`src/logic/soc_pkg.sv`:
```
/*
 * Sizes and command encoding shared across the LED PWM SoC.
 * The baud divider assumes the 25 MHz board clock, which gives 1 Mbaud.
 */
`default_nettype none

package soc_pkg;

    localparam int NUM_CHANNELS = 8;
    localparam int CHAN_W       = 3;     // Index width for NUM_CHANNELS
    localparam int DUTY_W       = 8;     // Duty and PWM counter width

    // UART timing
    localparam int CLKS_PER_BIT = 25;
    localparam int BAUD_W       = $clog2(CLKS_PER_BIT);

    localparam logic [BAUD_W-1:0] BAUD_LAST = BAUD_W'(CLKS_PER_BIT - 1);
    localparam logic [BAUD_W-1:0] BAUD_MID  = BAUD_W'(CLKS_PER_BIT / 2 - 1);

    // Opcode field of the command header byte
    typedef enum logic [3:0] {
        OP_NOP      = 4'd0,
        OP_SET_DUTY = 4'd1,
        OP_GET_DUTY = 4'd2
    } op_e;

    // Dispatcher to channel command of 12 bits
    typedef struct packed {
        op_e               op;
        logic [DUTY_W-1:0] data;
    } chan_cmd_t;

endpackage

`default_nettype wire

```
`src/logic/uart_rx.sv`:
```
/*
 * 8N1 receiver that puts out one byte per good frame and takes no back-pressure.
 * A false start or a bad stop bit drops the frame silently.
 */
`timescale 1ns/1ps
`default_nettype none

module uart_rx import soc_pkg::*; (
    input  wire logic       clk_25mhz,
    input  wire logic       rst_n_i,
    input  wire logic       rx_i,
    output      logic [7:0] byte_o,
    output      logic       valid_o
);

    typedef enum logic [1:0] {
        RX_IDLE,
        RX_START,
        RX_DATA,
        RX_STOP
    } rx_state_e;

    rx_state_e         state_q;
    logic [BAUD_W-1:0] baud_q;
    logic [2:0]        bit_q;
    logic [7:0]        shift_q;
    logic              rx_meta_q;
    logic              rx_q;

    // Two-flop pin synchronizer that idles high
    always_ff @(posedge clk_25mhz) begin
        if (!rst_n_i) begin
            rx_meta_q <= 1'b1;
            rx_q      <= 1'b1;
        end else begin
            rx_meta_q <= rx_i;
            rx_q      <= rx_meta_q;
        end
    end

    always_ff @(posedge clk_25mhz) begin
        if (!rst_n_i) begin
            state_q <= RX_IDLE;
            baud_q  <= '0;
            bit_q   <= '0;
            valid_o <= 1'b0;
        end else begin
            valid_o <= 1'b0;
            baud_q  <= baud_q + 1'b1;
            case (state_q)
                RX_IDLE: begin
                    baud_q <= '0;
                    if (!rx_q) begin
                        state_q <= RX_START;
                    end
                end
                RX_START: begin
                    if (baud_q == BAUD_MID) begin        // Middle of start bit
                        baud_q  <= '0;
                        bit_q   <= '0;
                        state_q <= rx_q ? RX_IDLE : RX_DATA;
                    end
                end
                RX_DATA: begin
                    if (baud_q == BAUD_LAST) begin
                        baud_q <= '0;
                        bit_q  <= bit_q + 1'b1;
                        if (bit_q == 3'd7) begin
                            state_q <= RX_STOP;
                        end
                    end
                end
                RX_STOP: begin
                    if (baud_q == BAUD_LAST) begin
                        state_q <= RX_IDLE;
                        valid_o <= rx_q;                 // Stop bit must be high
                    end
                end
                default: state_q <= RX_IDLE;
            endcase
        end
    end

    // LSB arrives first
    always_ff @(posedge clk_25mhz) begin
        if (state_q == RX_DATA && baud_q == BAUD_LAST) begin
            shift_q <= {rx_q, shift_q[7:1]};
        end
    end

    assign byte_o = shift_q;  // Stable until next frame's data bits

endmodule

`default_nettype wire

```
`src/logic/uart_tx.sv`:
```
/*
 * 8N1 transmitter. start_i is ignored while busy_o is high.
 * busy_o drops right after the full stop bit.
 */
`timescale 1ns/1ps
`default_nettype none

module uart_tx import soc_pkg::*; (
    input  wire logic       clk_25mhz,
    input  wire logic       rst_n_i,
    input  wire logic       start_i,
    input  wire logic [7:0] byte_i,
    output      logic       tx_o,
    output      logic       busy_o
);

    logic [9:0]        frame_q;  // Stop, data, start
    logic [BAUD_W-1:0] baud_q;
    logic [3:0]        bit_q;

    always_ff @(posedge clk_25mhz) begin
        if (!rst_n_i) begin
            busy_o <= 1'b0;
            baud_q <= '0;
            bit_q  <= '0;
        end else if (!busy_o) begin
            busy_o <= start_i;
            baud_q <= '0;
            bit_q  <= '0;
        end else if (baud_q == BAUD_LAST) begin
            baud_q <= '0;
            bit_q  <= bit_q + 1'b1;
            if (bit_q == 4'd9) begin
                busy_o <= 1'b0;         // Stop bit done
            end
        end else begin
            baud_q <= baud_q + 1'b1;
        end
    end

    always_ff @(posedge clk_25mhz) begin
        if (!busy_o && start_i) begin
            frame_q <= {1'b1, byte_i, 1'b0};
        end else if (busy_o && baud_q == BAUD_LAST) begin
            frame_q <= {1'b1, frame_q[9:1]};
        end
    end

    // Line idles high
    assign tx_o = busy_o ? frame_q[0] : 1'b1;

endmodule

`default_nettype wire

```
`src/logic/cmd_dispatch.sv`:
```
/*
 * Pairs header and data bytes into commands and issues one per channel credit.
 * While a frame waits for its channel's credit, incoming bytes are dropped.
 */
`timescale 1ns/1ps
`default_nettype none

module cmd_dispatch import soc_pkg::*; (
    input  wire logic                    clk_25mhz,
    input  wire logic                    rst_n_i,
    input  wire logic [7:0]              rx_byte_i,
    input  wire logic                    rx_valid_i,
    output      chan_cmd_t               cmd_o,
    output      logic [NUM_CHANNELS-1:0] cmd_valid_o,
    input  wire logic [NUM_CHANNELS-1:0] cmd_credit_i
);

    typedef enum logic [1:0] {
        FR_HEAD,
        FR_DATA,
        FR_HOLD
    } frame_state_e;

    frame_state_e            state_q;
    logic [7:0]              hdr_q;
    chan_cmd_t               pend_q;
    logic [CHAN_W-1:0]       pend_chan_q;
    logic [NUM_CHANNELS-1:0] credit_q;

    op_e                     hdr_op;
    logic [CHAN_W-1:0]       hdr_chan;
    logic                    hdr_ok;
    logic                    issue_new;
    logic                    issue_pend;
    logic [NUM_CHANNELS-1:0] issue;

    // Opcode sits in header bits [7:4] and the channel in [3:0]
    assign hdr_op   = op_e'(hdr_q[7:4]);
    assign hdr_chan = hdr_q[CHAN_W-1:0];
    assign hdr_ok   = (hdr_op == OP_SET_DUTY || hdr_op == OP_GET_DUTY) &&
                      (hdr_q[3:0] < 4'(NUM_CHANNELS));

    assign issue_new  = (state_q == FR_DATA) && rx_valid_i && hdr_ok && credit_q[hdr_chan];
    assign issue_pend = (state_q == FR_HOLD) && credit_q[pend_chan_q];

    always_comb begin
        issue = '0;
        if (issue_new) begin
            issue[hdr_chan] = 1'b1;
        end
        if (issue_pend) begin
            issue[pend_chan_q] = 1'b1;
        end
    end

    always_ff @(posedge clk_25mhz) begin
        if (!rst_n_i) begin
            state_q     <= FR_HEAD;
            credit_q    <= '1;
            cmd_valid_o <= '0;
        end else begin
            cmd_valid_o <= issue;
            credit_q    <= (credit_q | cmd_credit_i) & ~issue;
            case (state_q)
                FR_HEAD: begin
                    if (rx_valid_i) begin
                        state_q <= FR_DATA;
                    end
                end
                FR_DATA: begin
                    if (rx_valid_i) begin
                        // Bad frames and immediate issues both restart
                        state_q <= (!hdr_ok || issue_new) ? FR_HEAD : FR_HOLD;
                    end
                end
                FR_HOLD: begin
                    if (issue_pend) begin
                        state_q <= FR_HEAD;
                    end
                end
                default: state_q <= FR_HEAD;
            endcase
        end
    end

    always_ff @(posedge clk_25mhz) begin
        if (state_q == FR_HEAD && rx_valid_i) begin
            hdr_q <= rx_byte_i;
        end
        if (state_q == FR_DATA && rx_valid_i) begin
            pend_q      <= chan_cmd_t'{op: hdr_op, data: rx_byte_i};
            pend_chan_q <= hdr_chan;
        end
        if (issue_new) begin
            cmd_o <= chan_cmd_t'{op: hdr_op, data: rx_byte_i};
        end else if (issue_pend) begin
            cmd_o <= pend_q;
        end
    end

endmodule

`default_nettype wire

```
`src/logic/pwm_channel.sv`:
```
/*
 * One LED channel. The LED is on while the free-running counter is below duty,
 * so over any 256 cycles it is on for exactly duty cycles.
 */
`timescale 1ns/1ps
`default_nettype none

module pwm_channel import soc_pkg::*; (
    input  wire logic       clk_25mhz,
    input  wire logic       rst_n_i,
    input  wire chan_cmd_t  cmd_i,
    input  wire logic       cmd_valid_i,
    output      logic       cmd_credit_o,
    output      logic [7:0] rep_byte_o,
    output      logic       rep_valid_o,
    input  wire logic       rep_credit_i,
    output      logic       led_o
);

    logic [DUTY_W-1:0] duty_q;
    logic [DUTY_W-1:0] cnt_q;
    logic              get_pend_q;
    logic              rep_credit_q;
    logic              send_rep;

    assign send_rep = get_pend_q && rep_credit_q;  // Reply slot free in merger
    assign led_o    = cnt_q < duty_q;

    always_ff @(posedge clk_25mhz) begin
        if (!rst_n_i) begin
            duty_q       <= '0;
            cnt_q        <= '0;
            get_pend_q   <= 1'b0;
            rep_credit_q <= 1'b1;
            cmd_credit_o <= 1'b0;
            rep_valid_o  <= 1'b0;
        end else begin
            cnt_q        <= cnt_q + 1'b1;
            cmd_credit_o <= send_rep;
            rep_valid_o  <= send_rep;
            rep_credit_q <= (rep_credit_q & ~send_rep) | rep_credit_i;
            if (send_rep) begin
                get_pend_q <= 1'b0;
            end
            if (cmd_valid_i) begin
                case (cmd_i.op)
                    OP_SET_DUTY: begin
                        duty_q       <= cmd_i.data;
                        cmd_credit_o <= 1'b1;
                    end
                    OP_GET_DUTY: get_pend_q <= 1'b1;
                    default:     cmd_credit_o <= 1'b1;  // Nothing to do
                endcase
            end
        end
    end

    always_ff @(posedge clk_25mhz) begin
        if (send_rep) begin
            rep_byte_o <= duty_q;
        end
    end

endmodule

`default_nettype wire

```
`src/logic/reply_merge.sv`:
```
/*
 * One-byte slot per channel, drained round-robin into the transmitter.
 * Search starts after the last channel served.
 */
`timescale 1ns/1ps
`default_nettype none

module reply_merge import soc_pkg::*; (
    input  wire logic                    clk_25mhz,
    input  wire logic                    rst_n_i,
    input  wire logic [7:0]              rep_byte_i [NUM_CHANNELS],
    input  wire logic [NUM_CHANNELS-1:0] rep_valid_i,
    output      logic [NUM_CHANNELS-1:0] rep_credit_o,
    input  wire logic                    tx_busy_i,
    output      logic                    tx_start_o,
    output      logic [7:0]              tx_byte_o
);

    logic [7:0]              slot_q [NUM_CHANNELS];
    logic [NUM_CHANNELS-1:0] full_q;
    logic [CHAN_W-1:0]       last_q;
    logic [CHAN_W-1:0]       pick;
    logic                    pick_ok;
    logic                    grant;

    // Round-robin search from last_q + 1
    always_comb begin
        logic [CHAN_W-1:0] idx;
        pick    = last_q;
        pick_ok = 1'b0;
        for (int i = 1; i <= NUM_CHANNELS; i++) begin
            idx = CHAN_W'(last_q + i);
            if (!pick_ok && full_q[idx]) begin
                pick    = idx;
                pick_ok = 1'b1;
            end
        end
    end

    // tx_start_o covers the cycle before busy rises
    assign grant = pick_ok && !tx_busy_i && !tx_start_o;

    always_ff @(posedge clk_25mhz) begin
        if (!rst_n_i) begin
            full_q       <= '0;
            last_q       <= CHAN_W'(NUM_CHANNELS - 1);  // Channel 0 first
            tx_start_o   <= 1'b0;
            rep_credit_o <= '0;
        end else begin
            tx_start_o   <= grant;
            rep_credit_o <= '0;
            full_q       <= full_q | rep_valid_i;
            if (grant) begin
                full_q[pick]       <= 1'b0;
                rep_credit_o[pick] <= 1'b1;
                last_q             <= pick;
            end
        end
    end

    always_ff @(posedge clk_25mhz) begin
        for (int c = 0; c < NUM_CHANNELS; c++) begin
            if (rep_valid_i[c]) begin
                slot_q[c] <= rep_byte_i[c];
            end
        end
        if (grant) begin
            tx_byte_o <= slot_q[pick];
        end
    end

endmodule

`default_nettype wire

```
`src/logic/soc_top.sv`:
```
/*
 * UART-controlled LED PWM SoC on a single clock domain.
 * Frame is header (opcode, channel) then data byte; GET replies one byte.
 */
`timescale 1ns/1ps
`default_nettype none

module soc_top import soc_pkg::*; (
    input  wire logic                    clk_25mhz,
    input  wire logic                    rst_n_i,
    input  wire logic                    rx_i,
    output      logic                    tx_o,
    output      logic [NUM_CHANNELS-1:0] led_o
);

    logic [7:0]              rx_byte;
    logic                    rx_valid;
    chan_cmd_t               chan_cmd;
    logic [NUM_CHANNELS-1:0] cmd_valid;
    logic [NUM_CHANNELS-1:0] cmd_credit;
    logic [7:0]              rep_byte [NUM_CHANNELS];
    logic [NUM_CHANNELS-1:0] rep_valid;
    logic [NUM_CHANNELS-1:0] rep_credit;
    logic                    tx_start;
    logic [7:0]              tx_byte;
    logic                    tx_busy;

    uart_rx i_uart_rx (
        .clk_25mhz (clk_25mhz),
        .rst_n_i   (rst_n_i),
        .rx_i      (rx_i),
        .byte_o    (rx_byte),
        .valid_o   (rx_valid)
    );

    cmd_dispatch i_cmd_dispatch (
        .clk_25mhz    (clk_25mhz),
        .rst_n_i      (rst_n_i),
        .rx_byte_i    (rx_byte),
        .rx_valid_i   (rx_valid),
        .cmd_o        (chan_cmd),
        .cmd_valid_o  (cmd_valid),
        .cmd_credit_i (cmd_credit)
    );

    // One PWM channel per LED
    for (genvar g = 0; g < NUM_CHANNELS; g++) begin : g_chan
        pwm_channel i_pwm_channel (
            .clk_25mhz    (clk_25mhz),
            .rst_n_i      (rst_n_i),
            .cmd_i        (chan_cmd),
            .cmd_valid_i  (cmd_valid[g]),
            .cmd_credit_o (cmd_credit[g]),
            .rep_byte_o   (rep_byte[g]),
            .rep_valid_o  (rep_valid[g]),
            .rep_credit_i (rep_credit[g]),
            .led_o        (led_o[g])
        );
    end

    reply_merge i_reply_merge (
        .clk_25mhz    (clk_25mhz),
        .rst_n_i      (rst_n_i),
        .rep_byte_i   (rep_byte),
        .rep_valid_i  (rep_valid),
        .rep_credit_o (rep_credit),
        .tx_busy_i    (tx_busy),
        .tx_start_o   (tx_start),
        .tx_byte_o    (tx_byte)
    );

    uart_tx i_uart_tx (
        .clk_25mhz (clk_25mhz),
        .rst_n_i   (rst_n_i),
        .start_i   (tx_start),
        .byte_i    (tx_byte),
        .tx_o      (tx_o),
        .busy_o    (tx_busy)
    );

endmodule

`default_nettype wire

```
`src/logic/board_top.sv`:
```
/*
 * ULX3S wrapper that runs everything on clk_25mhz with no PLL.
 * btn_i[0] is the active-low reset, fed straight in, and btn_i[6:1] are unused.
 */
`timescale 1ns/1ps
`default_nettype none

module board_top (
    input  wire logic       clk_25mhz,   // 25 MHz board oscillator
    input  wire logic [6:0] btn_i,
    input  wire logic       ftdi_txd_i,  // Host to FPGA
    output      logic       ftdi_rxd_o,  // FPGA to host
    output      logic [7:0] led_o
);

    soc_top i_soc_top (
        .clk_25mhz (clk_25mhz),
        .rst_n_i   (btn_i[0]),
        .rx_i      (ftdi_txd_i),
        .tx_o      (ftdi_rxd_o),
        .led_o     (led_o)
    );

endmodule

`default_nettype wire

```
`config.mk`:
```
export PLATFORM = sky130hd
export DESIGN_NAME = board_top
export DESIGN_NICKNAME = d
export VERILOG_FILES = /design/src/logic/soc_pkg.sv /design/src/logic/uart_rx.sv /design/src/logic/uart_tx.sv /design/src/logic/cmd_dispatch.sv /design/src/logic/pwm_channel.sv /design/src/logic/reply_merge.sv /design/src/logic/soc_top.sv /design/src/logic/board_top.sv
export SDC_FILE = /design/constraint.sdc
export NUM_CORES = 1
export LEC_CHECK = 0
export ABC_AREA = 1
export BUFFER_PORTS_ARGS = -buffer_cell sky130_fd_sc_hd__buf_2
export CORE_ASPECT_RATIO = 1.5
export CORE_MARGIN = 8
export CORE_UTILIZATION = 40
export DETAILED_ROUTE_END_ITERATION = 8
export PLACE_DENSITY = 0.55
export SETUP_SLACK_MARGIN = 0.02
export SLEW_MARGIN = 25
export SYNTH_ARGS = -nofsm -noshare
export SYNTH_HDL_FRONTEND = slang
export SYNTH_HIERARCHICAL = 1
export SYNTH_SLANG_ARGS = --single-unit
```
`constraint.sdc`:
```
create_clock -name clk_25mhz -period 8.8 [get_ports clk_25mhz]
set_input_delay 1.76 -clock clk_25mhz [delete_from_list [all_inputs] [get_ports clk_25mhz]]
set_output_delay 1.76 -clock clk_25mhz [all_outputs]
set_load 0.1 [all_outputs]
```
==> results.toml <==
[final_layout]
area_growth_pct = 9.923
nNetsFinal = 2007
diodes = 0
multi_input_area_um2 = 6525
instances_no_fill = 2532
ff_latch_area_um2 = 10060
postLayoutCoreUtil_pct = 44.48
nFillCells = 4187
layout-drive-gt1-share_pct = 10.48

[hold_path]
holdCritPathClass = "register to register"
hp-start = "i_soc_top/g_chan[2].i_pwm_channel/rep_byte_o[2]$_DFFE_PP_"

[worst_setup_path]
cp.required_ps = 9220
rr_startpoint = "i_soc_top/i_reply_merge/last_q[0]$_SDFFE_PN1P_"
cp_max_fo = 35
path_cells = "inv_2 > ha_1 > inv_2 > nand3_1 > nand3_2 > nand2_4 > nor2_8 > nand4_4 > nor2_4 > nand3_2 > nand2_2 > nand2_1 > nor3_1"
crit_start = "i_soc_top/i_reply_merge/last_q[0]$_SDFFE_PN1P_"
cp-start-kind = "register"
cp_slowest_cell = "nand2_2"
critPathMaxStageDelay_ps = 770
path_class = "register to register"
cpLargestDelayFamily = "simple AND/OR/NAND/NOR gates"
crit_buf_inv = 2
end_kind = "register"
crit_arrival_ps = 4830

[synthesis]
async_flop_share_pct = 0
synthTopCellsByCount = "455 x nand2_1, 222 x dfxtp_1, 216 x inv_1"
synth_nets = 1991
yosys_warnings = 6
syn_area_um2 = 17750
synth_edf_count = 187
synth-main-ff-cell = "dfxtp_1"
syn_inst = 1908
yosysMostFrequentCell = "nand2_1"
synth.avg_cell_area_um2 = 9.305
netlist_top_cells_area = "edfxtp_1 32%, dfxtp_1 25%, nand2_1 9.6%, ha_1 5.2%, inv_1 4.6%"
ys_types = 43
seq_area_frac_synth_pct = 56.66
yosysTopAreaCell = "edfxtp_1"
synth_seq_cells = 409
synth_top_area_share_pct = 31.63

[floorplan]
design.die.area_um2 = 51520
initial_utilization_pct = 40.47
die_h_um = 274.0
dieWidth_um = 188.0
core_um2 = 43870
pin_count = 18
rows = 94

[drt]
wirelength_um = 39190
drc = 0
postRouteAntennaNets = 0
vias = 12130
wl_per_cell_um = 15.48
firstDrtPassIters = 5
drt_iter0_drc = 712
viasPerCell = 4.792

[clock_network]
clock_tree.root_cell = "clkbuf_16"
cts-resized-gates = 0
cts_hold_buf = 0
cts.sinks = 409
clk_pin_slew_ps = 60
cts.path.max_buffers = 3
clock_latency_ps = 540
cts_tree = "built"
tritoncts.num_buffers = 40
postCtsSetupRepairBufs = 0
htreeDepth = 2

[sta]
relSlewSlack_pct = 37.05
setup_viol = 0
skew_ps = 15.33
min_period_over_period_pct = 50.12
period_needed_ps = 4411
hold_violations = 0
grt_setup_unrepaired = "no"
hold_ws_ps = 408.7
slew_violations = 0
tightest_slew_ps = 944.2
fin_setup_tns_ps = 0
max_freq_ghz = 0.2267

[placement]
dp.cells = 2458
port-buffer-count = 11
gp_congestion = 0.8615
place_hpwl_um = 28070

[pwr]
leakage_nw = 7.928
ir_drop_uv = 225.9
power_density_nw_per_um2 = 293.0

[global_routing]
grt_usage_pct = 15.17
grt_overflow = 0
grt_start_max_net_pins = 149
grt_pass1_vias = 11740
antenna_found_initial = 0
grt_pass1_wl_um = 62260

[run]
drv_cap = 0

[status]
status = "finished clean"
[report_power, final]
part / internal [mW] / switching [mW]
clock network: 0.937 / 0.716
logic: 0.501 / 1.41
registers: 2.09 / 0.0587
total: 3.53 / 2.19
[routing by layer]
metal	vias to the layer above	share of wire [%]	global-route usage, %
met1	5568	41	16.82
met3	70	2.6	1.679
met2	168	53	28.80
met4	0	3.7	6.463
li1	6328	-	-
met5	-	0	0
[flip-flops by register name, summed over array words and instances, names as in the netlist, 9 cells and up, named ones only]
name / flops
i_soc_top/g_chan.i_pwm_channel/cnt_q: 64
i_soc_top/g_chan.i_pwm_channel/duty_q: 64
i_soc_top/g_chan.i_pwm_channel/rep_byte_o: 64
i_soc_top/i_cmd_dispatch/cmd_o: 12
i_soc_top/i_cmd_dispatch/pend_q: 12
i_soc_top/i_reply_merge/slot_q: 64
i_soc_top/i_uart_tx/frame_q: 9
[path summary, 6_finish.rpt]
kind                                                        endpoint  slack (ps)  cells after the start
setup reg to reg  i_soc_top/i_reply_merge/rep_credit_o[2]$_SDFF_PN0_        4390                     13
hold reg to reg       i_soc_top/i_reply_merge/slot_q[2][2]$_DFFE_PP_         410                      0
hold / removal        i_soc_top/i_reply_merge/slot_q[2][2]$_DFFE_PP_         410                      0
setup / recovery  i_soc_top/i_reply_merge/rep_credit_o[2]$_SDFF_PN0_        4390                     13
[area by class of cell]
type                            count  share of cell area [%]
Clock buffer                       57                   5.828
Clock inverter                     17                  0.6283
Inverter                          229                   4.430
Multi-Input combinational cell   1231                   33.44
Sequential cell                   409                   51.55
Tap cell                          576                   3.693
Timing Repair Buffer               13                  0.4360
[metrics by stage]
step	power (mW)	area, um2	setup WS (ps)
floorplan	3.671	17750	4712
global placement	4.096	18260	4416
detailed placement	4.116	18260	4368
CTS	5.779	19520	4371
global route	6.083	19520	3976
finish	5.718	19520	4389
[placed cells by master (no fill, tap or decap), drive strengths merged, types with 3 or more instances in the layout]
cell	Yosys	final
a21oi	165	165
buf	35	13
clkbuf	4	57
clkinv	2	12
dfxtp	222	222
edfxtp	187	187
ha	74	74
inv	227	231
nand2	477	477
nand3	164	164
nand3b	3	3
nand4	5	5
nor2	181	181
nor3	9	9
o21ai	103	103
o32ai	8	8
or2	13	13
xnor2	11	11
xor2	11	11
[kinds of logic (layout without fill, tap and decap cells)]
logic type	Yosys count	count (layout)	share of synthesized area, %
simple gates	854	854	21.59
flops	409	409	56.66
compound gates	281	281	8.824
buf+inv	268	316	6.583
fa+ha+maj	74	74	5.215
xor+xnor	22	22	1.128
Note: power is estimated with default switching activity, not from simulation.
